### config.mk
export PLATFORM = sky130hd
export DESIGN_NAME = readout_streamer_flat
export DESIGN_NICKNAME = d
export VERILOG_FILES = /design/src/img_pkg.sv /design/src/frame_rd_if.sv /design/src/fletcher_checksum.sv /design/src/readout_streamer.sv /design/src/flat_wrapper.sv
export SDC_FILE = /design/constraint.sdc
export NUM_CORES = 1
export LEC_CHECK = 0
export ABC_AREA = 1
export BUFFER_PORTS_ARGS = -buffer_cell sky130_fd_sc_hd__buf_2
export CORE_MARGIN = 2
export CORE_UTILIZATION = 55
export DETAILED_ROUTE_END_ITERATION = 12
export PLACE_DENSITY_LB_ADDON = 0.2
export REMOVE_ABC_BUFFERS = 1
export SETUP_SLACK_MARGIN = 0.05
export SYNTH_ARGS = -nofsm -noshare
export SYNTH_HDL_FRONTEND = slang
export SYNTH_HIERARCHICAL = 1
export SYNTH_SLANG_ARGS = --single-unit
### constraint.sdc
create_clock -name clk -period 7.62 [get_ports clk]
set_input_delay 0 -clock clk [delete_from_list [all_inputs] [get_ports clk]]
set_output_delay 0 -clock clk [all_outputs]
set_load 0.01 [all_outputs]
### src/img_pkg.sv
package img_pkg;

    // ==================================================
    // Image geometry and stream layout
    // ==================================================
    localparam int IMG_WIDTH      = 16;
    localparam int IMG_HEIGHT     = 16;
    localparam int PIXEL_COUNT    = IMG_WIDTH * IMG_HEIGHT;
    localparam int BLOCK_COUNT    = 2;
    localparam int HEADER_WORDS   = 4;
    localparam int CHECKSUM_WORDS = 2;
    localparam int PADDING_WORDS  = 2;

    // Statistics sample every 4th pixel of every 4th line
    localparam int STAT_GRID      = 4;

    // Thumbnail keeps the top-left 2x2 of each 8x8 tile
    localparam int THUMB_GRID     = 8;
    localparam int THUMB_KEEP     = 2;

    // ==================================================
    // Word types
    // ==================================================
    typedef logic [15:0] word_t;
    typedef logic [11:0] pixel_t;
    typedef logic [7:0]  addr_t;
    typedef logic [0:0]  block_t;
    typedef logic [63:0] header_t;
    typedef logic [8:0]  count_t;
    typedef logic [17:0] stat_t;
    // Sum B in the upper half, sum A in the lower half
    typedef logic [31:0] checksum_t;

    // Stored pixel word, sample bytes in little-endian order
    typedef union packed {
        word_t raw;
        struct packed {
            logic [7:0] lo_bits;
            logic [3:0] pad;
            logic [3:0] hi_bits;
        } fields;
    } pixel_word_u;

endpackage

### src/frame_rd_if.sv
// Readout side read port, data one cycle after en
interface frame_rd_if;
    logic            en;
    img_pkg::block_t block;
    img_pkg::addr_t  addr;
    img_pkg::word_t  data;

    modport reader (
        output en,
        output block,
        output addr,
        input  data
    );

    modport store (
        input  en,
        input  block,
        input  addr,
        output data
    );
endinterface

### src/fletcher_checksum.sv
module fletcher_checksum (
    input  logic                clk,
    input  logic                arst_n,
    input  logic                clear,
    input  logic                en,
    input  img_pkg::word_t      word,
    output img_pkg::checksum_t  sum
);
    img_pkg::word_t sum_a;
    img_pkg::word_t sum_b;
    img_pkg::word_t swapped;
    img_pkg::word_t next_a;

    // Addition modulo 65535, inputs already reduced
    function automatic img_pkg::word_t add_mod(input img_pkg::word_t x,
                                               input img_pkg::word_t y);
        logic [16:0] total;
        total = {1'b0, x} + {1'b0, y};
        if (total >= 17'd65535) begin
            total = total - 17'd65535;
        end
        return total[15:0];
    endfunction

    // Host treats stream words as little endian
    assign swapped = {word[7:0], word[15:8]};
    assign next_a  = add_mod(sum_a, swapped);
    assign sum     = {sum_b, sum_a};

    always_ff @(posedge clk or negedge arst_n) begin
        if (!arst_n) begin
            sum_a <= '0;
            sum_b <= '0;
        end else if (clear) begin
            sum_a <= '0;
            sum_b <= '0;
        end else if (en) begin
            sum_a <= next_a;
            sum_b <= add_mod(sum_b, next_a);
        end
    end

endmodule

### src/readout_streamer.sv
module readout_streamer (
    input  logic              clk,
    input  logic              arst_n,
    input  logic              readout_start,
    input  img_pkg::block_t   ram_block,
    input  logic              thumb,
    input  img_pkg::header_t  header,
    frame_rd_if.reader        rd,
    output logic              readout_ready,
    input  logic              readout_trigger,
    output img_pkg::word_t    readout_data
);
    enum logic [2:0] {ST_IDLE, ST_HEADER, ST_PIXELS, ST_CHECKSUM, ST_PADDING} state;

    img_pkg::header_t   header_sr;
    logic [2:0]         shift_cnt;
    img_pkg::block_t    blk;
    logic               thumb_mode;
    img_pkg::count_t    rd_cnt;
    logic               rd_pending;
    logic               rd_more;
    logic [$clog2(img_pkg::IMG_WIDTH)-1:0]  pos_x;
    logic [$clog2(img_pkg::IMG_HEIGHT)-1:0] pos_y;
    logic               load;
    logic               take;
    logic               keep;
    logic               next_valid;
    img_pkg::word_t     next_word;
    logic               cs_en;
    img_pkg::checksum_t cs_sum;

    // ==================================================
    // Checksum over consumed header and pixel words
    // ==================================================
    assign cs_en = readout_ready && readout_trigger &&
                   ((state == ST_HEADER) || (state == ST_PIXELS));

    fletcher_checksum fletcher_checksum_i (
        .clk    (clk),
        .arst_n (arst_n),
        .clear  (readout_start),
        .en     (cs_en),
        .word   (readout_data),
        .sum    (cs_sum)
    );

    // Output register is empty or drained this cycle
    assign load = !readout_ready || readout_trigger;
    assign take = rd_pending && load;

    assign keep = !thumb_mode ||
                  (((int'(pos_x) % img_pkg::THUMB_GRID) < img_pkg::THUMB_KEEP) &&
                   ((int'(pos_y) % img_pkg::THUMB_GRID) < img_pkg::THUMB_KEEP));

    // Prefetch the next word only when it has somewhere to go
    assign rd_more  = rd_cnt != img_pkg::count_t'(img_pkg::PIXEL_COUNT);
    assign rd.en    = (state == ST_PIXELS) && rd_more && load;
    assign rd.block = blk;
    assign rd.addr  = img_pkg::addr_t'(rd_cnt);

    always_comb begin
        next_valid = 1'b0;
        next_word  = '0;
        case (state)
            ST_HEADER: begin
                next_valid = 1'b1;
                next_word  = header_sr[63:48];
            end
            ST_PIXELS: begin
                next_valid = take && keep;
                next_word  = rd.data;
            end
            // Word 0 carries sum A, word 1 sum B, low byte first
            ST_CHECKSUM: begin
                next_valid = 1'b1;
                next_word  = shift_cnt[0] ? {cs_sum[23:16], cs_sum[31:24]}
                                          : {cs_sum[7:0], cs_sum[15:8]};
            end
            ST_PADDING: next_valid = 1'b1;
            default: next_valid = 1'b0;
        endcase
    end

    // ==================================================
    // Control state
    // ==================================================
    always_ff @(posedge clk or negedge arst_n) begin
        if (!arst_n) begin
            state         <= ST_IDLE;
            readout_ready <= 1'b0;
            shift_cnt     <= '0;
            blk           <= '0;
            thumb_mode    <= 1'b0;
            rd_cnt        <= '0;
            rd_pending    <= 1'b0;
            pos_x         <= '0;
            pos_y         <= '0;
        end else begin
            if (load) begin
                readout_ready <= next_valid;
            end
            rd_pending <= rd.en || (rd_pending && !take);
            if (rd.en) begin
                rd_cnt <= rd_cnt + 1'b1;
            end
            if (take) begin
                pos_x <= pos_x + 1'b1;
                if (int'(pos_x) == img_pkg::IMG_WIDTH - 1) begin
                    pos_y <= pos_y + 1'b1;
                end
            end

            case (state)
                ST_IDLE: begin
                    if (readout_start) begin
                        blk        <= ram_block;
                        thumb_mode <= thumb;
                        shift_cnt  <= '0;
                        state      <= ST_HEADER;
                    end
                end
                ST_HEADER: begin
                    if (load) begin
                        shift_cnt <= shift_cnt + 1'b1;
                        if (int'(shift_cnt) == img_pkg::HEADER_WORDS - 1) begin
                            shift_cnt <= '0;
                            rd_cnt    <= '0;
                            pos_x     <= '0;
                            pos_y     <= '0;
                            state     <= ST_PIXELS;
                        end
                    end
                end
                // Leave once every word is read, taken and drained
                ST_PIXELS: begin
                    if (load && !rd_more && !rd_pending) begin
                        state <= ST_CHECKSUM;
                    end
                end
                ST_CHECKSUM: begin
                    if (load) begin
                        shift_cnt <= shift_cnt + 1'b1;
                        if (int'(shift_cnt) == img_pkg::CHECKSUM_WORDS - 1) begin
                            state <= ST_PADDING;
                        end
                    end
                end
                ST_PADDING: begin
                    if (load) begin
                        shift_cnt <= shift_cnt + 1'b1;
                        if (int'(shift_cnt) ==
                            img_pkg::CHECKSUM_WORDS + img_pkg::PADDING_WORDS - 1) begin
                            state <= ST_IDLE;
                        end
                    end
                end
                default: state <= ST_IDLE;
            endcase
        end
    end

    // Header shifter and output word
    always_ff @(posedge clk) begin
        if ((state == ST_IDLE) && readout_start) begin
            header_sr <= header;
        end else if ((state == ST_HEADER) && load) begin
            header_sr <= header_sr << 16;
        end
        if (load && next_valid) begin
            readout_data <= next_word;
        end
    end

    a_hold: assert property (@(posedge clk) disable iff (!arst_n)
        readout_ready && !readout_trigger |=> readout_ready && $stable(readout_data));

endmodule

### src/flat_wrapper.sv
// flat-port wrapper written by rule: the top's interface ports become plain ports
module readout_streamer_flat 
  (clk, arst_n, readout_start, ram_block, thumb, header, readout_ready, readout_trigger, readout_data, rd_en, rd_block, rd_addr, rd_data);
  frame_rd_if rd_i ();
  input  logic clk;
  input  logic arst_n;
  input  logic readout_start;
  input  img_pkg::block_t ram_block;
  input  logic thumb;
  input  img_pkg::header_t header;
  output logic readout_ready;
  input  logic readout_trigger;
  output img_pkg::word_t readout_data;
  output wire logic [$bits(rd_i.en)-1:0] rd_en;
  output wire logic [$bits(rd_i.block)-1:0] rd_block;
  output wire logic [$bits(rd_i.addr)-1:0] rd_addr;
  input wire logic [$bits(rd_i.data)-1:0] rd_data;
  assign rd_en = rd_i.en;
  assign rd_block = rd_i.block;
  assign rd_addr = rd_i.addr;
  assign rd_i.data = rd_data;
  readout_streamer u_core (.clk(clk), .arst_n(arst_n), .readout_start(readout_start), .ram_block(ram_block), .thumb(thumb), .header(header), .rd(rd_i), .readout_ready(readout_ready), .readout_trigger(readout_trigger), .readout_data(readout_data));
endmodule
# Yosys cells after proc, flatten, opt, wreduce, memory -nomap -nowiden
# Index checks and enable logic that the tools add are counted.
# word_totals
register_bits	139
wordCells	111
# op_classes
muxes	38
n_eq_ne	17
reduce_logical	31
magnitude_cmp	4
n_addsub	8
# op_table
cell	n
$mux 64	2
$mux 16	7
$pmux 16 s3	1
$mux 3	12
$mux 4	9
$mux 9	4
$add 16x16->17	2
$ge 17x16->1 const B	2
$sub 16x16->16 const B	2
$pmux 3 s5	1
$logic_and 1x1->1	13
$ne 2x1->1 const B	6
$add 9x1->9 const B	1
$eq 3x2->1 const B	3
$ne 9x9->1 const B	1
$pmux 3 s3	1
$add 4x1->4 const B	2
$reduce_and 8->1	1
$eq 3x3->1 const B	2
$lt 3x2->1 const B	2
$ne 2x2->1 const B	3
$logic_not 1->1	5
$eq 4x1->1 const B	1
$logic_or 1x1->1	4
other kinds (10)	11

# Logic depth before layout (Yosys ltp)
# depth
word_depth	8
depth_mapped	39
depth_no_buf	37

# Hierarchy
# The synthesis kept the hierarchy.
# modules_own_cells
module	area_each_um2	cells_each	n_inst
readout_streamer	5241.3	485	1
fletcher_checksum	4569.4	784	1

# Worst setup path before layout
# No wires, ideal clock.
# synth_path
path_kind	register to register
start	register u_core/state[2] (netlist bit)
end	register u_core.header_sr[0], enable pin
slack_ns	1.641
path_stages_with_launch	6
setup_time_ns	0.574
t_arrival_ns	5.404
required_ns	7.046
n_path_buf	0
synth_period_minus_slack_ns	5.979
cell_sequence	dfrtp_1 inv_1 nand2_1 nor2_4 inv_1 o21ai_0
# synth_via
elab_chain_cells	3
# synth_rtl
element	line_no	rtl
start, declared	readout_streamer.sv:13	enum logic [2:0] {ST_IDLE, ST_HEADER, ST_PIXELS, ST_CHECKSUM, ST_PADDING} state;
start signal, assigned	readout_streamer.sv:89	state <= ST_IDLE;
start signal, assigned	readout_streamer.sv:119	state <= ST_HEADER;
start signal, assigned	readout_streamer.sv:130	state <= ST_PIXELS;
$eq 3x1->1 or $logic_not 3->1 (tied branches)	readout_streamer.sv:166, readout_streamer.sv:164	
$logic_and 1x1->1, on equally long branches	readout_streamer.sv:166, readout_streamer.sv:164	
$reduce_bool 2->1 (no source line) (*)	--	
end signal, assigned	readout_streamer.sv:165	header_sr <= header;
end signal, assigned	readout_streamer.sv:167	header_sr <= header_sr << 16;
end, declared	readout_streamer.sv:15	img_pkg::header_t header_sr;
# Mark *: on every way between the ends. The rest lies on a longest branch, timed or not.
# A chain may end at the register's enable or synchronous reset.

# Final worst setup path
# layout_path
start	register u_core.fletcher_checksum_i.sum_a[0]
end	register u_core.fletcher_checksum_i.sum_b[4]
# layout_via
elab_chain_cells	8
# layout_rtl
element	line_no	rtl
start, declared	fletcher_checksum.sv:9	img_pkg::word_t sum_a;
start signal, assigned	fletcher_checksum.sv:38	sum_a <= next_a;
$add 16x16->17 (*)	fletcher_checksum.sv:18	total = {1'b0, x} + {1'b0, y};
$sub 16x16->16 or $ge 17x16->1 (tied branches)	fletcher_checksum.sv:20, fletcher_checksum.sv:19	
$mux 16 (*)	fletcher_checksum.sv:19	if (total >= 17'd65535) begin
$add 16x16->17 (*)	fletcher_checksum.sv:18	
$sub 16x16->16 or $ge 17x16->1 (tied branches)	fletcher_checksum.sv:20, fletcher_checksum.sv:19	
$mux 16 (*)	fletcher_checksum.sv:19	
$mux 16 (*)	fletcher_checksum.sv:37	end else if (en) begin
$mux 16 (*)	fletcher_checksum.sv:34	end else if (clear) begin
end signal, assigned	fletcher_checksum.sv:39	sum_b <= add_mod(sum_b, next_a);
end, declared	fletcher_checksum.sv:10	img_pkg::word_t sum_b;
# Mark *: on every way between the ends. The rest lies on a longest branch, timed or not. The select of a mux whose other input is x is not followed.

==> results.sh <==
export IMPL_synth_avg_cell_area_sq_um=7.73
export IMPL_fin_crit_ns=5.61
export IMPL_fill_cells=1377
export IMPL_root_buffer="clkbuf_16"
export IMPL_finClkSkew_ns=0.0131
export IMPL_cp_start_kind="flip-flop"
export IMPL_initial_core_util_pct=56.5
export IMPL_yosys_register_bits=138
export IMPL_grt_first_pass_wirelength_um=42800
export IMPL_routed_wirelength_um=26700
export IMPL_ys_warn_count=6
export IMPL_clkSlewWorstSetupHoldPaths_ns=0.06
export IMPL_synth_edf_count=80
export IMPL_vias_per_cell=5.36
export IMPL_die_area_sq_mm=0.0189
export IMPL_numCtsBuffers=17
export IMPL_worstHoldStart="readout_start"
export IMPL_nNetsFinal=1587
export IMPL_ctsResizeCount=0
export IMPL_coreArea_sq_mm=0.0174
export IMPL_slew_viol_final=0
export IMPL_final_common_cell="nand2_1"
export IMPL_status="completed"
export IMPL_cts_max_path_buffers=2
export IMPL_period_share_pct=73.6
export IMPL_cts_tree="done"
export IMPL_maxSlewHeadroom_pct=35.2
export IMPL_cap_viol_max_count=0
export IMPL_rows=48
export IMPL_antenna_cells_inserted=0
export IMPL_synth_area_sq_mm=0.00981
export IMPL_clock_sinks=138
export IMPL_end_kind="flip-flop"
export IMPL_reg2reg_from="u_core/fletcher_checksum_i/sum_a[0]"
export IMPL_finalHoldViolCount=0
export IMPL_hp_class="input pin to flip-flop"
export IMPL_worst_endpoint_required_ns=7.93
export IMPL_async_flop_share_pct=42.0
export IMPL_via_count=9056
export IMPL_seq_area_frac_synth_pct=39.3
export IMPL_synth_cells=1269
export IMPL_rsz0062_at_grt="no"
export IMPL_mostFrequentLayoutCells="422 x nand2_1, 164 x inv_1, 112 x buf_2"
export IMPL_io_buffer_count=112
export IMPL_crit_fanout=27
export IMPL_cts_htree_levels=4
export IMPL_grt_max_degree=68
export IMPL_wl_per_cell_um=15.8
export IMPL_cts_setup_buffers=0
export IMPL_area_growth_pct=21.3
export IMPL_dieWidth_um=138
export IMPL_yosysUniqueCellTypes=45
export IMPL_dr_pass1_iters=7
export IMPL_max_freq_mhz=178
export IMPL_grt_overflow=0
export IMPL_die_h_um=138
export IMPL_drt_iter0_drc=776
export IMPL_drive_gt1_share_pct=18.3
export IMPL_max_stage_delay_ns=0.43
export IMPL_timing_critical_path_from="u_core/fletcher_checksum_i/sum_a[0]"
export IMPL_hpwl_um=18100
export IMPL_grt_total_usage_pct=29.4
export IMPL_grt_pass1_vias=8580
export IMPL_gp_congestion=0.915
export IMPL_hold_buffers=84
export IMPL_critPathSlowestCell="fa_1"
export IMPL_crit_arrival_ns=5.92
export IMPL_synthFlopType="edfxtp_1"
export IMPL_drc_errors=0
export IMPL_finalSetupViolCount=0
export IMPL_clk_latency_ns=0.43
export IMPL_worst_pin_slew_ns=0.972
export IMPL_fin_setup_tns_ns=0
export IMPL_ant_nets=0
export IMPL_worstSetupPathType="flip-flop to flip-flop"
export IMPL_antenna_found_initial=0
export IMPL_pin_count=113
Yosys cell counts (2+ instances only):
cell,n,area [sq um]
mux2_2,38,428
o311ai_1,9,78.8
o21ai_0,14,70.1
nand3_4,3,52.6
clkbuf_1,9,33.8
ha_1,46,576
buf_6,7,78.8
dfrtp_1,58,1450
a21oi_1,37,185
a21o_1,3,22.5
nor2_2,11,68.8
inv_1,164,616
nor2_1,92,345
inv_2,10,37.5
fa_1,2,40.0
xnor2_1,5,43.8
buf_2,9,45.0
nand2_1,422,1580
nand3_1,106,531
a31oi_1,2,12.5
edfxtp_1,80,2400
xor2_1,13,114
nand3_2,4,40.0
nor3_1,6,30.0
and2_1,5,31.3
nor2_4,8,90.1
mux2_4,10,150
buf_4,9,67.6
o21ai_1,5,25.0
nor3_2,2,20.0
mux2_1,2,22.5
nand2_2,29,181
nand4_1,34,213
clkinv_1,2,7.51
nand3b_1,3,22.5
state kept, by name, summed over array words and instances, names as in the netlist, named ones only:
register and flops:
u_core/header_sr 64, u_core/fletcher_checksum_i/sum_a 16, u_core/fletcher_checksum_i/sum_b 16, u_core/readout_data 16, u_core/rd_cnt 9, u_core/pos_x 4, u_core/pos_y 3, u_core/shift_cnt 3
u_core/state 3, u_core/rd.block 1, u_core/readout_ready 1, u_core/thumb_mode 1
per-stage QoR:
| stage | utilization (%) | cell area, sq um | setup WS [ns] | hold slack [ns] | cells |
|---|---|---|---|---|---|
| after floorplan | - | 9570 | 1.53 | -0.296 | 1233 |
| after global placement | 60.4 | 10500 | 2.28 | 0.218 | 1575 |
| after detailed placement | 60.4 | 10500 | 2.09 | 0.229 | 1575 |
| after CTS | 68.6 | 11900 | 2.06 | 0.122 | 1691 |
| after global routing | 68.6 | 11900 | 1.48 | 0.140 | 1691 |
| final | 68.6 | 11900 | 2.01 | 0.127 | 1691 |
path summary, 6_finish.rpt:
check	slack, ns	cells after the start	to
worst max-delay path	2.01	31	u_core/fletcher_checksum_i/sum_b[4]
worst min-delay path	0.13	4	u_core/fletcher_checksum_i/sum_a[9]
worst max register to register	2.01	31	u_core/fletcher_checksum_i/sum_b[4]
worst min register to register	0.51	2	u_core/fletcher_checksum_i/sum_a[8]
max in group asynchronous	6.72	3	u_core/fletcher_checksum_i/sum_a[10]
min in group asynchronous	0.33	3	u_core/rd.block
final cells by class:
cell class                 count  area, sq um  area share [%]
clock buffer                  20          437            3.67
sequential                   138         3850            32.4
timing repair buffer         201         1440            12.1
multi-input combinational    919         5090            42.8
inverter                     176          661            5.55
clock inverter                12          140            1.18
tap                          225          282            2.37
metal layers:
metal,track usage (%),routed length (um),up-vias,part of all wire (%)
met4,10.4,630,0,2.4
li1,-,-,4480,-
met2,48.8,12700,383,47
met5,0,0,-,0
met1,38.5,11500,4147,43
met3,5.52,1970,46,7.4
critical path, delay by kind of cell (launching register included):
family	cells	cell delay, ns
adders and majority gates	5	1.39
buffers and inverters	4	0.27
and+or+nand+nor	21	3.24
DFF	1	0.38
xor gates and xnor gates	1	0.23
cells by family (layout without fill, tap and decap cells):
family          after synthesis  after routing  share of synthesized area (%)
simple gates                727            727                           32.8
buf+inv                     212            409                           9.16
flops                       138            138                           39.3
compound gates               75             75                           4.55
mux                          50             50                           6.12
fa+ha+maj                    48             48                           6.27
xor+xnor                     19             19                           1.77
Power is not shown: default switching activity piles up to over one toggle a cycle in this logic, so the estimate is an artifact.
