`src/img_pkg.sv`:
```
package img_pkg;

    // ==================================================
    // Image geometry and stream layout
    // ==================================================
    localparam int IMG_WIDTH      = 16;
    localparam int IMG_HEIGHT     = 16;
    localparam int PIXEL_COUNT    = IMG_WIDTH * IMG_HEIGHT;
    localparam int BLOCK_COUNT    = 2;
    localparam int HEADER_WORDS   = 4;
    localparam int CHECKSUM_WORDS = 2;
    localparam int PADDING_WORDS  = 2;

    // Statistics sample every 4th pixel of every 4th line
    localparam int STAT_GRID      = 4;

    // Thumbnail keeps the top-left 2x2 of each 8x8 tile
    localparam int THUMB_GRID     = 8;
    localparam int THUMB_KEEP     = 2;

    // ==================================================
    // Word types
    // ==================================================
    typedef logic [15:0] word_t;
    typedef logic [11:0] pixel_t;
    typedef logic [7:0]  addr_t;
    typedef logic [0:0]  block_t;
    typedef logic [63:0] header_t;
    typedef logic [8:0]  count_t;
    typedef logic [17:0] stat_t;
    // Sum B in the upper half, sum A in the lower half
    typedef logic [31:0] checksum_t;

    // Stored pixel word, sample bytes in little-endian order
    typedef union packed {
        word_t raw;
        struct packed {
            logic [7:0] lo_bits;
            logic [3:0] pad;
            logic [3:0] hi_bits;
        } fields;
    } pixel_word_u;

endpackage

```
`src/frame_wr_if.sv`:
```
// Capture side write port into the frame store
interface frame_wr_if;
    logic            en;
    img_pkg::block_t block;
    img_pkg::addr_t  addr;
    img_pkg::word_t  data;

    modport capture (
        output en,
        output block,
        output addr,
        output data
    );

    modport store (
        input en,
        input block,
        input addr,
        input data
    );
endinterface

```
`src/pixel_capture.sv`:
```
module pixel_capture (
    input  logic              clk,
    input  logic              arst_n,
    input  logic              capture_start,
    input  logic              skip_count,
    input  img_pkg::block_t   ram_block,
    input  img_pkg::pixel_t   img_d,
    input  logic              img_fv,
    input  logic              img_lv,
    frame_wr_if.capture       wr,
    output logic              capture_done,
    output img_pkg::count_t   pixel_count,
    output img_pkg::stat_t    highlight_count,
    output img_pkg::stat_t    shadow_count
);
    enum logic [1:0] {ST_IDLE, ST_WAIT, ST_SKIP, ST_STORE} state;

    img_pkg::pixel_t       d_q;
    logic                  fv_q;
    logic                  lv_q;
    logic                  fv_prev;
    logic                  lv_prev;
    logic                  skip_left;
    img_pkg::block_t       blk;
    logic [$clog2(img_pkg::STAT_GRID)-1:0] pos_x;
    logic [$clog2(img_pkg::STAT_GRID)-1:0] pos_y;
    img_pkg::pixel_word_u  packed_word;
    logic                  frame_start;
    logic                  line_end;
    logic                  stat_sample;

    // Sensor sample register
    always_ff @(posedge clk) begin
        d_q <= img_d;
    end

    assign frame_start = fv_q && !fv_prev;
    assign line_end    = lv_prev && !lv_q;

    always_comb begin
        packed_word.fields.lo_bits = d_q[7:0];
        packed_word.fields.pad     = '0;
        packed_word.fields.hi_bits = d_q[11:8];
    end

    // ==================================================
    // Write port
    // ==================================================
    assign wr.en    = (state == ST_STORE) && lv_q &&
                      (pixel_count != img_pkg::count_t'(img_pkg::PIXEL_COUNT));
    assign wr.block = blk;
    assign wr.addr  = img_pkg::addr_t'(pixel_count);
    assign wr.data  = packed_word.raw;

    // First pixel of the first line in each 4x4 cell
    assign stat_sample = wr.en && (pos_x == '0) && (pos_y == '0);

    always_ff @(posedge clk or negedge arst_n) begin
        if (!arst_n) begin
            state           <= ST_IDLE;
            fv_q            <= 1'b0;
            lv_q            <= 1'b0;
            fv_prev         <= 1'b0;
            lv_prev         <= 1'b0;
            skip_left       <= 1'b0;
            blk             <= '0;
            pos_x           <= '0;
            pos_y           <= '0;
            capture_done    <= 1'b0;
            pixel_count     <= '0;
            highlight_count <= '0;
            shadow_count    <= '0;
        end else begin
            fv_q         <= img_fv;
            lv_q         <= img_lv;
            fv_prev      <= fv_q;
            lv_prev      <= lv_q;
            capture_done <= 1'b0;

            pos_x <= lv_q ? pos_x + 1'b1 : '0;
            if (!fv_q) begin
                pos_y <= '0;
            end else if (line_end) begin
                pos_y <= pos_y + 1'b1;
            end

            if (wr.en) begin
                pixel_count <= pixel_count + 1'b1;
            end
            if (stat_sample && (&d_q[11:5])) begin
                highlight_count <= highlight_count + 1'b1;
            end
            if (stat_sample && !(|d_q[11:5])) begin
                shadow_count <= shadow_count + 1'b1;
            end

            case (state)
                ST_IDLE: begin
                end
                ST_WAIT: begin
                    if (frame_start) begin
                        state <= ST_SKIP;
                    end
                end
                // A skipped frame goes back to waiting for the next one
                ST_SKIP: begin
                    skip_left <= 1'b0;
                    state     <= skip_left ? ST_WAIT : ST_STORE;
                end
                ST_STORE: begin
                    if (!fv_q) begin
                        capture_done <= 1'b1;
                        state        <= ST_IDLE;
                    end
                end
                default: state <= ST_IDLE;
            endcase

            if (capture_start) begin
                state           <= ST_WAIT;
                skip_left       <= skip_count;
                blk             <= ram_block;
                pixel_count     <= '0;
                highlight_count <= '0;
                shadow_count    <= '0;
            end
        end
    end

    // Address never wraps back to word 0 while a frame is stored
    a_no_wrap: assert property (@(posedge clk) disable iff (!arst_n)
        wr.en |=> !(wr.en && (wr.addr == '0)));

endmodule

```
`src/flat_wrapper.sv`:
```
// flat-port wrapper written by rule: the top's interface ports become plain ports
module pixel_capture_flat 
  (clk, arst_n, capture_start, skip_count, ram_block, img_d, img_fv, img_lv, capture_done, pixel_count, highlight_count, shadow_count, wr_en, wr_block, wr_addr, wr_data);
  frame_wr_if wr_i ();
  input  logic clk;
  input  logic arst_n;
  input  logic capture_start;
  input  logic skip_count;
  input  img_pkg::block_t ram_block;
  input  img_pkg::pixel_t img_d;
  input  logic img_fv;
  input  logic img_lv;
  output logic capture_done;
  output img_pkg::count_t pixel_count;
  output img_pkg::stat_t highlight_count;
  output img_pkg::stat_t shadow_count;
  output wire logic [$bits(wr_i.en)-1:0] wr_en;
  output wire logic [$bits(wr_i.block)-1:0] wr_block;
  output wire logic [$bits(wr_i.addr)-1:0] wr_addr;
  output wire logic [$bits(wr_i.data)-1:0] wr_data;
  assign wr_en = wr_i.en;
  assign wr_block = wr_i.block;
  assign wr_addr = wr_i.addr;
  assign wr_data = wr_i.data;
  pixel_capture u_core (.clk(clk), .arst_n(arst_n), .capture_start(capture_start), .skip_count(skip_count), .ram_block(ram_block), .img_d(img_d), .img_fv(img_fv), .img_lv(img_lv), .wr(wr_i), .capture_done(capture_done), .pixel_count(pixel_count), .highlight_count(highlight_count), .shadow_count(shadow_count));
endmodule
```
`config.mk`:
```
export PLATFORM = sky130hd
export DESIGN_NAME = pixel_capture_flat
export DESIGN_NICKNAME = d
export VERILOG_FILES = /design/src/img_pkg.sv /design/src/frame_wr_if.sv /design/src/pixel_capture.sv /design/src/flat_wrapper.sv
export SDC_FILE = /design/constraint.sdc
export NUM_CORES = 1
export LEC_CHECK = 0
export BUFFER_PORTS_ARGS = -buffer_cell sky130_fd_sc_hd__buf_2
export CORE_MARGIN = 5
export CORE_UTILIZATION = 45
export CTS_CLUSTER_SIZE = 8
export DETAILED_ROUTE_END_ITERATION = 16
export PLACE_DENSITY_LB_ADDON = 0.08
export SYNTH_ARGS = -nofsm -noshare
export SYNTH_HDL_FRONTEND = slang
export SYNTH_SLANG_ARGS = --single-unit
```
`constraint.sdc`:
```
create_clock -name clk -period 3.4 [get_ports clk]
set_input_delay 0.34 -clock clk [delete_from_list [all_inputs] [get_ports clk]]
set_output_delay 0.34 -clock clk [all_outputs]
set_load 0.1 [all_outputs]
```
# Yosys cells after proc, flatten, opt, wreduce, memory -nomap -nowiden
# Cells that the tools add are included.
# word_totals
reg_bits	70
output_inout_bits	72
word_cells	65
# classes
addsub	5
reduce_logical	21
eq_ne	7
muxes	18
# ops
cell	count
$mux W18	4
$add A18 B1 Y18 const B	2
$mux W9	2
$mux W2	7
$add A9 B1 Y9 const B	1
$ne A9 B9 Y1 const B	1
$logic_and A1 B1 Y1	8
$reduce_bool A2 Y1	4
$reduce_and A7 Y1	1
$reduce_or A7 Y1	1
$pmux W2 S3	1
$add A2 B1 Y2 const B	2
$eq A2 B2 Y1 const B	2
$logic_not A2 Y1	2
$mux W1	4
$reduce_bool A4 Y1	1
$logic_not A1 Y1	3
$ne A3 B2 Y1 const B	1
$ne A3 B3 Y1 const B	1
$reduce_and A3 Y1	1
$eq A2 B1 Y1 const B	1
$ne A2 B2 Y1 const B	1

# Longest topological paths before layout
# Gate-level depths: netlist (run 1).
# logic_depth
depth_word	8
mapped_depth	8
mapped_depth_nobuf	7

# Worst setup path before layout (run 1)
# No wires, ideal clock.
# synth_path
path_type	register to register
start	register u_core.pixel_count[0]
end	register u_core.pixel_count[4]
setup_slack_ps	-93
setup_time_ps	78
required_ps	3322
synth_period_minus_slack_ps	3493
stages_incl_launch_ff	9
path_buffers	1
arrival_ps	3416
cell_sequence	dfrtp_1 > inv_1 > ha_1 > or4b_2 > o21a_1 > clkbuf_1 > nand2_1 > or3_1 > a21oi_1
# synth_between
elab_chain_cells	3
word_cells_on_any_way	6
cone_classes	1 x add/sub; 1 x eq/ne; 2 x mux; 2 x reduce/logical
# synth_rtl
element	line_no	rtl
start, declared	pixel_capture.sv:12	output img_pkg::count_t pixel_count,
start signal, assigned	pixel_capture.sv:88	pixel_count <= pixel_count + 1'b1;
$ne A9 B9 Y1	pixel_capture.sv:50	(pixel_count != img_pkg::count_t'(img_pkg::PIXEL_COUNT));
$logic_and A1 B1 Y1	pixel_capture.sv:49	assign wr.en = (state == ST_STORE) && lv_q &&
net wr_en	flat_wrapper.sv:17	output wire logic [$bits(wr_i.en)-1:0] wr_en;
$reduce_bool A2 Y1 (no source line)	--	
# The timed path passes the listed nets, and every way through them passes these cells. The select of a mux whose other input is x is not followed.
# A chain may end at the register's enable or synchronous reset.

# Worst setup path after layout (run 1)
# layout_path
start	register u_core.pixel_count[0]
end	output wr_en
# layout_between
elab_chain_cells	2
# layout_rtl
element	line_no
$ne A9 B9 Y1	pixel_capture.sv:50
$logic_and A1 B1 Y1	pixel_capture.sv:49
end, declared	flat_wrapper.sv:17
# Every way passes these cells.

==> results of run 1 <==
==> power by group through the flow <==
stage	combinational (mW)	clock, mW	sequential, mW
finish	0.175	0.549	0.861
global route	0.188	0.606	0.863
CTS	0.178	0.570	0.860
detailed placement	0.178	0	0.877
global placement	0.177	0	0.876
floorplan	0.0678	0	0.947
==> cell usage in the layout, fill, tap and decap left out, types with 2 or more instances in the layout <==
master	synthesis	routed
sky130_fd_sc_hd__a21oi_1	14	14
sky130_fd_sc_hd__xnor2_1	18	18
sky130_fd_sc_hd__conb_1	1	4
sky130_fd_sc_hd__ha_1	6	6
sky130_fd_sc_hd__inv_1	12	12
sky130_fd_sc_hd__and4_1	4	4
sky130_fd_sc_hd__and2_1	3	3
sky130_fd_sc_hd__nand4_1	18	18
sky130_fd_sc_hd__nor2_1	39	39
sky130_fd_sc_hd__and3_1	9	9
sky130_fd_sc_hd__nor3_1	7	7
sky130_fd_sc_hd__buf_2	3	86
sky130_fd_sc_hd__dfrtp_1	58	58
sky130_fd_sc_hd__o21ai_0	12	12
sky130_fd_sc_hd__nand2_1	16	16
sky130_fd_sc_hd__nand3_1	13	13
sky130_fd_sc_hd__nor4_1	8	8
sky130_fd_sc_hd__buf_4	12	2
sky130_fd_sc_hd__or3_1	9	9
sky130_fd_sc_hd__clkbuf_8	0	9
sky130_fd_sc_hd__dfxtp_1	12	12
sky130_fd_sc_hd__or4b_2	2	2
sky130_fd_sc_hd__clkinv_2	0	2
sky130_fd_sc_hd__clkbuf_1	9	5
sky130_fd_sc_hd__xor2_1	16	16
sky130_fd_sc_hd__nor2b_1	2	2
sky130_fd_sc_hd__nand2b_1	3	3
==> cells by family after synthesis <==
logic type	count (synthesis)
AND/OR/NAND/NOR	138
flip-flops	70
buffers and inverters	36
XOR/XNOR	34
AO/OA/AOI/OAI	30
adder cells (fa/ha/maj)	6
multiplexers	2
other	1
==> final cells by class <==
type	instances	area, um2	area share (%)
sequential	70	1690	44.8
multi-input combinational	214	1320	35.0
timing repair buffer	88	445	11.8
clock buffer	14	143	3.78
tap	96	120	3.18
inverter	12	45.0	1.19
clock inverter	2	10.0	0.265
==> worst reg2reg max path, delay by kind of cell, from the launching register on <==
family	cells	cell delay (ps)
AND/OR/NAND/NOR	3	1330
flip-flops	1	470
AO/OA/AOI/OAI	2	390
adder cells (fa/ha/maj)	1	180
buffers and inverters	1	70
==> through the flow <==
step	worst slack (ps)	utilization (%)	hold slack (ps)	area (um2)	cells
after floorplan	383	-	44.4	3200	320
after global placement	928	53.0	418	3620	480
after detailed placement	859	53.0	434	3620	480
after CTS	717	55.3	78.0	3780	496
after global routing	606	55.3	83.9	3780	496
final	738	55.3	96.0	3780	496
==> per-layer routing <==
metal | GRT usage [%] | vias to the layer above
li1 | - | 1229
met1 | 19.9 | 1192
met2 | 25.5 | 60
met3 | 4.09 | 10
met4 | 7.22 | 0
met5 | 0 | -
==> registers in the layout, summed over array words and instances, names as in the netlist <==
signal and flops:
u_core.wr.block 1, u_core.pos_x 2, u_core.skip_left 1, u_core.fv_prev 1, u_core.shadow_count 18, u_core.state 2
u_core.capture_done 1, u_core.highlight_count 18, u_core.pos_y 2, u_core.lv_prev 1, u_core.fv_q 1, u_core.pixel_count 9
u_core.lv_q 1, u_core.d_q 12
==> final timing paths <==
check | from | endpoint | slack [ps] | cells past startpoint
max reg2reg | u_core.pixel_count[0]$_DFFE_PN0P_ | u_core.shadow_count[17]$_DFFE_PN0P_ | 860 | 7
max in group asynchronous | arst_n | u_core.shadow_count[7]$_DFFE_PN0P_ | 2460 | 2
min | img_d[6] | u_core.d_q[6]$_DFF_P_ | 100 | 1
max | u_core.pixel_count[0]$_DFFE_PN0P_ | wr_en | 740 | 5
min reg2reg | u_core.pos_x[0]$_DFF_PN0_ | u_core.pos_x[0]$_DFF_PN0_ | 440 | 1
min in group asynchronous | arst_n | u_core.pixel_count[6]$_DFFE_PN0P_ | 180 | 1
==> results.cfg, run 1 <==
[synth]
synth.top_cells.by_area = sky130_fd_sc_hd__dfrtp_1 (46%), sky130_fd_sc_hd__dfxtp_1 (7.5%), sky130_fd_sc_hd__xnor2_1 (4.9%)
synth.top_cell.area_share_pct = 45.6
number_of_distinct_library_cell_variants_in_the_gate_level_netlist_after_synthesis = 36
synth_common_cells = sky130_fd_sc_hd__dfrtp_1 (58), sky130_fd_sc_hd__nor2_1 (39), sky130_fd_sc_hd__nand4_1 (18), sky130_fd_sc_hd__xnor2_1 (18)
synth_top_family_by_area = simple AND/OR/NAND/NOR gates
post_synth_xor_area_fraction_pct = 9.35
yosysSeqAreaShare_pct = 53.1
synth_flop_cell = sky130_fd_sc_hd__dfrtp_1
post_synthesis_instance_total = 317
synth_edf_count = 0
netlist.top_cell.by_area = sky130_fd_sc_hd__dfrtp_1
ys_ff_latch = 70
post_synth.cell_area_avg_um2 = 10.0
post_synth_instance_area_mm2 = 0.00319
synthesis_warnings = 0
synth-simple-area-share_pct = 22.9
synth_compound_area_share_pct = 5.73
yosys-mux-area-fraction_pct = 0.668
async_reset_ff_share_pct = 82.9
synth_most_common_cell = sky130_fd_sc_hd__dfrtp_1
synthAdderAreaFrac_pct = 2.36

[pwr]
power_frac_comb_pct = 11.0
p_leak_nw = 1.80
power.share.clock_pct = 34.7
p_int_mw = 1.14
finalPower_mw = 1.58
power.switching_fraction_pct = 27.9
power.density_cell_area_mw_per_mm2 = 420
vdd.ir_drop.worst_v = 0.000313
sequentialPowerShare_pct = 54.3
total_switching_power_uw = 441

[placed_design]
dp_hpwl_um = 4730
finalWeightedCongestion = 0.838
place.port_buffers = 86

[floorplan]
die_area_mm2 = 0.00886
chipWidth_um = 94.1
number_of_standard_cell_rows_in_the_floorplan = 30
design.portCount = 91
initial_core_util_pct = 46.6
fp.coreArea_mm2 = 0.00683
die_y_um = 94.1

[setup_path]
required_time_reported_for_the_critical_path_endpoint_ps = 3060
cp_slowest_cell = sky130_fd_sc_hd__or4b_2
worst-path-max-fanout = 9
timing_worst_setup_path_type = register to output port
critPathMaxStageDelay_ps = 660
end_kind = output port
crit_family = simple AND/OR/NAND/NOR gates
worstPathArrival_ps = 2320
path_cells = inv_1, ha_1, or4b_2, o21a_1, buf_2
setup.worst_path.start_class = register
critical_path_buf_inv_count = 2

[route]
wirelength_met1_um = 3070
length_of_the_first_detailed_routing_pass_in_iterations = 4
routed-via-count = 2491
dr.first_iter.drc_count = 62
met2_wirelength_um = 3090
detail_route_antenna_nets = 0
total_wirelength_um = 6680
vias_per_cell = 5.02
average_routed_wire_per_standard_cell_um = 13.5
drc = 0
highest_layer = met4
wl_met3_um = 402

[sta]
final-setup-viol-count = 0
worst-slew-pin-transition_ps = 1020
timing_max_transition_violations_final = 0
setup_tns_ps = 0
final_min_period_over_clock_period_pct = 78.3
finalWorstPathRequiredPeriod_ps = 2660
timing.max_slew.rel_slack_pct = 32.1
clock-skew-final_ps = 11.4
finalHoldViolCount = 0
fmaxAchievable_mhz = 376
setup_repair_after_global_routing_missed_its_margin = no

[clocking]
ctsResizeCount = 0
cts-hold-fix-buffers = 0
clk-insertion-delay-late_ps = 340
clockBufferDepth = 2
cts_made_buffers = 9
cts.reportedPaths.clkPinSlew_ps = 70
cts_post_setup_buffers_inserted = 0
ctsHtreeMaxLevel = 3
clk_root_buffer_cell = sky130_fd_sc_hd__clkbuf_8
clock_sink_count = 70
cts_tree = done

[job]
timing.max_cap.violations = 0

[finish]
net_total_in_the_final_layout = 420
antenna_diodes = 0
fillCellCount = 673
layout-area-overhead-vs-synth_pct = 18.5
layout-drive-gt1-share_pct = 26.0

[global_route]
first_global_vias = 2342
antenna_found_initial = 0
grtUsageTotal_pct = 15.8
globalRoute.totalOverflow = 0
grt_max_degree = 51
grt_first_pass_wirelength_um = 11000

[hold_path]
worst_hold_path_type = primary input to register

[run_status]
run_status = complete, no violations
Note: power is estimated with default switching activity, not from simulation.
==> inputs of run 2 (changes only) <==
Clock period 3.4 ns to 2.6 ns, I/O delays scaled along.
==> results.cfg, run 2 (synthesis results as in run 1) <==
[run_status]
run_status = complete, no violations

[sta]
worst-slew-pin-transition_ps = 501
setup_repair_after_global_routing_missed_its_margin = no
setup_tns_ps = 0
clock-skew-final_ps = 9.80
finalWorstPathRequiredPeriod_ps = 2480
timing.max_slew.rel_slack_pct = 66.6
finalHoldViolCount = 0
final_min_period_over_clock_period_pct = 95.3
fmaxAchievable_mhz = 404
hold_worst_slack_ps = 16.6
timing_max_transition_violations_final = 0
final-setup-viol-count = 0

[finish]
fillCellCount = 618
multiInputGateArea_mm2 = 0.00132
net_total_in_the_final_layout = 432
layout.cells.most_common = sky130_fd_sc_hd__buf_2
layout-drive-gt1-share_pct = 29.6
layout_top_registers = u_core.highlight_count (18), u_core.shadow_count (18), u_core.d_q (12)
most-common-layout-cells = sky130_fd_sc_hd__buf_2 (85), sky130_fd_sc_hd__dfrtp_1 (49), sky130_fd_sc_hd__nor2_1 (39), sky130_fd_sc_hd__nand4_1 (18), sky130_fd_sc_hd__xnor2_1 (18)
seqCellArea_mm2 = 0.00170
layout-area-overhead-vs-synth_pct = 24.0
antenna_diodes = 0

[floorplan]
initial_core_util_pct = 46.6
design.portCount = 91
fp.coreArea_mm2 = 0.00683
number_of_standard_cell_rows_in_the_floorplan = 30
die_area_mm2 = 0.00886
die_y_um = 94.1
chipWidth_um = 94.1

[setup_path]
worst-path-max-fanout = 9
critPathMaxStageDelay_ps = 650
worst_r2r_path_depth = 7
cp_slowest_cell = sky130_fd_sc_hd__or4b_2
worstPathArrival_ps = 2220
required_time_reported_for_the_critical_path_endpoint_ps = 2340
end_kind = output port
cp.depth = 5
crit_family = simple AND/OR/NAND/NOR gates
setup.worst_path.start_class = register
timing_worst_setup_path_type = register to output port
path_cells = inv_1, ha_1, or4b_2, o21a_2, buf_4
critical_path_buf_inv_count = 2

[route]
routed-via-count = 2555
dr.first_iter.drc_count = 98
wirelength_met1_um = 3240
highest_layer = met4
total_wirelength_um = 7070
met2_wirelength_um = 3330
wl_met3_um = 362
detail_route_antenna_nets = 0
vias_per_cell = 5.03
average_routed_wire_per_standard_cell_um = 13.9
length_of_the_first_detailed_routing_pass_in_iterations = 4
drc = 0

[pwr]
vdd.ir_drop.worst_v = 0.000379
finalPower_mw = 2.25
p_leak_nw = 1.86
power.density_cell_area_mw_per_mm2 = 568

[clocking]
clock_sink_count = 70
cts_made_buffers = 9
cts.reportedPaths.clkPinSlew_ps = 80
cts_post_setup_buffers_inserted = 0
cts_tree = done
clk-insertion-delay-late_ps = 340
ctsHtreeMaxLevel = 3
clk_root_buffer_cell = sky130_fd_sc_hd__clkbuf_8
clockBufferDepth = 2

[global_route]
globalRoute.totalOverflow = 0
grt_max_degree = 40
first_global_vias = 2452
grt_first_pass_wirelength_um = 11700
antenna_found_initial = 0
grtUsageTotal_pct = 16.9

[placed_design]
finalWeightedCongestion = 0.830
place.port_buffers = 86
dp_hpwl_um = 4950

[hold_path]
min_path_cells = 1
worst_hold_path_type = primary input to register

[job]
timing.max_cap.violations = 0
## run 2: changes by cell type in the layout (fill, tap and decap cells not counted), sizes merged
| cell | change |
|---|---|
| clkbuf | -4 |
| clkinv | +2 |
| buf | +3 |
| bufinv | +1 |
| clkinvlp | +1 |
| dlygate4sd3 | +9 |
## run 2: per-stage QoR
stage / std cells / util, % / setup slack [ps] / area, um2
after global placement: 483 / 53.5 / 237 / 3660
after CTS: 507 / 57.6 / 12.2 / 3940
final: 508 / 57.8 / 122 / 3950
after detailed placement: 483 / 53.5 / 194 / 3660
after global routing: 508 / 57.8 / 14.4 / 3950
after floorplan: 320 / - / 5.51 / 3210
## run 2: worst reg2reg max path, delay by kind of cell, from the launching register on
family | cells | cell delay, ps
flip-flops | 1 | 460
AO/OA/AOI/OAI | 1 | 440
XOR/XNOR | 1 | 180
adder cells (fa/ha/maj) | 1 | 130
AND/OR/NAND/NOR | 3 | 1010
buffers and inverters | 1 | 80
## run 2: worst paths after layout
kind | start | to | slack [ps]
hold reg to reg | u_core.pos_x[0]$_DFF_PN0_ | u_core.pos_x[0]$_DFF_PN0_ | 440
setup / recovery | u_core.pixel_count[0]$_DFFE_PN0P_ | wr_en | 120
max in group asynchronous | arst_n | u_core.pixel_count[8]$_DFFE_PN0P_ | 1320
min in group asynchronous | arst_n | u_core.pixel_count[6]$_DFFE_PN0P_ | 400
hold / removal | img_d[6] | u_core.d_q[6]$_DFF_P_ | 20
setup reg to reg | u_core.pixel_count[0]$_DFFE_PN0P_ | u_core.highlight_count[7]$_DFFE_PN0P_ | 180
## run 2: what timing repair did
item / in CTS / in global routing
hold buffers: 8 / 1
gates resized for setup: 0 / 3
setup endpoints to repair: 0 / 1
endpoints found under the hold margin: 26 / 1
## run 2: metal layers
metal | global-route usage, % | up-vias
met1 | 21.8 | 1216
met2 | 26.8 | 71
met3 | 3.45 | 13
met5 | 0 | -
li1 | - | 1255
met4 | 8.30 | 0
## run 2: where the power goes
group | total (mW) | internal (mW) | switching (mW) | leakage, nW
Sequential | 1.13 | 1.11 | 0.0161 | 0.875
Combinational | 0.243 | 0.0504 | 0.192 | 0.887
Clock | 0.877 | 0.466 | 0.411 | 0.102
## run 2: cell type report
cell class	count	area share, %
clock buffer	10	3.48
clock inverter	6	1.55
inverter	12	1.14
multi-input combinational	214	33.5
sequential	70	43.1
tap	96	3.04
timing repair buffer	100	14.2
==> inputs of run 3 (changes only) <==
Settings changed: RECOVER_POWER set to 100.
==> results.cfg, run 3 (synthesis results as in run 1) <==
[run_status]
run_status = complete, no violations

[clocking]
cts_post_setup_buffers_inserted = 0
clockBufferDepth = 2
clk-insertion-delay-late_ps = 340
ctsHtreeMaxLevel = 3
clock_sink_count = 70
cts_made_buffers = 9
cts_tree = done
cts.reportedPaths.clkPinSlew_ps = 80
clk_root_buffer_cell = sky130_fd_sc_hd__clkbuf_8

[floorplan]
design.portCount = 91
die_y_um = 94.1
chipWidth_um = 94.1
fp.coreArea_mm2 = 0.00683
initial_core_util_pct = 46.6
die_area_mm2 = 0.00886
number_of_standard_cell_rows_in_the_floorplan = 30

[route]
average_routed_wire_per_standard_cell_um = 14.0
total_wirelength_um = 7110
detail_route_antenna_nets = 0
dr.first_iter.drc_count = 93
routed-via-count = 2561
vias_per_cell = 5.04
length_of_the_first_detailed_routing_pass_in_iterations = 4
drc = 0

[sta]
fmaxAchievable_mhz = 403
final-setup-viol-count = 0
worst-slew-pin-transition_ps = 1190
clock-skew-final_ps = 9.91
timing.max_slew.rel_slack_pct = 21.0
setup_repair_after_global_routing_missed_its_margin = no
setup_tns_ps = 0
final_min_period_over_clock_period_pct = 95.4
finalWorstPathRequiredPeriod_ps = 2480
finalHoldViolCount = 0
timing_max_transition_violations_final = 0

[finish]
multiInputGateArea_mm2 = 0.00132
utilization_pct = 56.4
layout-drive-gt1-share_pct = 12.9
antenna_diodes = 0
layout_top_registers = u_core.highlight_count (18), u_core.shadow_count (18), u_core.d_q (12)
layout.cells.most_common = sky130_fd_sc_hd__clkbuf_1
layout-area-overhead-vs-synth_pct = 21.0
fillCellCount = 653
net_total_in_the_final_layout = 432
seqCellArea_mm2 = 0.00170
most-common-layout-cells = sky130_fd_sc_hd__clkbuf_1 (68), sky130_fd_sc_hd__dfrtp_1 (49), sky130_fd_sc_hd__nor2_1 (39)

[setup_path]
reg2reg_from = u_core.pixel_count[0]$_DFFE_PN0P_
end_kind = output port
worstPathArrival_ps = 2220
worst-path-max-fanout = 9
source_of_the_critical_timing_path = u_core.pixel_count[0]$_DFFE_PN0P_
path_cells = inv_1, ha_1, or4b_2, o21a_2, buf_4
required_time_reported_for_the_critical_path_endpoint_ps = 2340
cp_slowest_cell = sky130_fd_sc_hd__or4b_2
critPathMaxStageDelay_ps = 650
timing_worst_setup_path_type = register to output port
setup.worst_path.start_class = register

[global_route]
grtUsageTotal_pct = 16.9
antenna_found_initial = 0
grt_max_degree = 40
first_global_vias = 2452
globalRoute.totalOverflow = 0
grt_first_pass_wirelength_um = 11700

[pwr]
power.density_cell_area_mw_per_mm2 = 581
vdd.ir_drop.worst_v = 0.000381
p_leak_nw = 1.59
finalPower_mw = 2.24

[job]
timing.max_cap.violations = 0

[hold_path]
worst_hold_path_type = primary input to register
worstHoldStart = img_d[6]

[placed_design]
dp_hpwl_um = 4950
finalWeightedCongestion = 0.830
place.port_buffers = 86
==> run 3: cell count changes in the layout (fill, tap and decap cells not counted), sizes merged <==
cell,previous run,this run
clkbuf,10,79
buf,91,22
==> run 3: per-stage QoR <==
stage               instances  hold WS (ps)  worst slack [ps]  cell area, um2
floorplan                 320         -35.6              5.51            3210
global placement          483           238               237            3660
CTS                       507         0.287              12.2            3940
detailed placement        483           235               194            3660
finish                    508          18.7               119            3850
global route              508          4.67              9.56            3850
==> run 3: worst max-delay path: cells and delay by family, from the launching register on <==
kind	cells	cell delay, ps
buffers and inverters	2	330
AND/OR/NAND/NOR	1	650
adder cells (fa/ha/maj)	1	130
AO/OA/AOI/OAI	1	300
flip-flops	1	470
==> run 3: per-layer routing <==
layer | part of all wire, % | GRT usage, % | routed length (um)
met5 | 0 | 0 | 0
met4 | 2.0 | 8.30 | 139
met3 | 5.6 | 3.45 | 396
met2 | 47 | 26.8 | 3340
met1 | 45 | 21.8 | 3230
==> run 3: final timing paths <==
path	cells past startpoint	slack, ps	endpoint
min in group asynchronous	2	630	u_core.pixel_count[6]$_DFFE_PN0P_
worst max register to register	7	170	u_core.highlight_count[7]$_DFFE_PN0P_
max in group asynchronous	3	480	u_core.pixel_count[8]$_DFFE_PN0P_
worst max-delay path	5	120	wr_en
worst min-delay path	1	20	u_core.d_q[6]$_DFF_P_
worst min register to register	1	440	u_core.pos_x[0]$_DFF_PN0_
==> run 3: cell type report <==
class,count,area share [%]
timing repair buffer,100,12.2
multi-input combinational,214,34.2
clock inverter,6,1.59
tap,96,3.12
inverter,12,1.17
clock buffer,10,3.57
sequential,70,44.2
==> run 3: timing repair <==
item	4_1_cts	5_1_grt
resized for setup	0	3
hold endpoints to repair	26	1
endpoints found under the setup margin	0	1
hold buffers	8	1
==> run 3: report_power, final <==
| group | internal, mW | switching, mW |
|---|---|---|
| clock network | 0.466 | 0.410 |
| registers | 1.11 | 0.0163 |
| logic | 0.0449 | 0.192 |
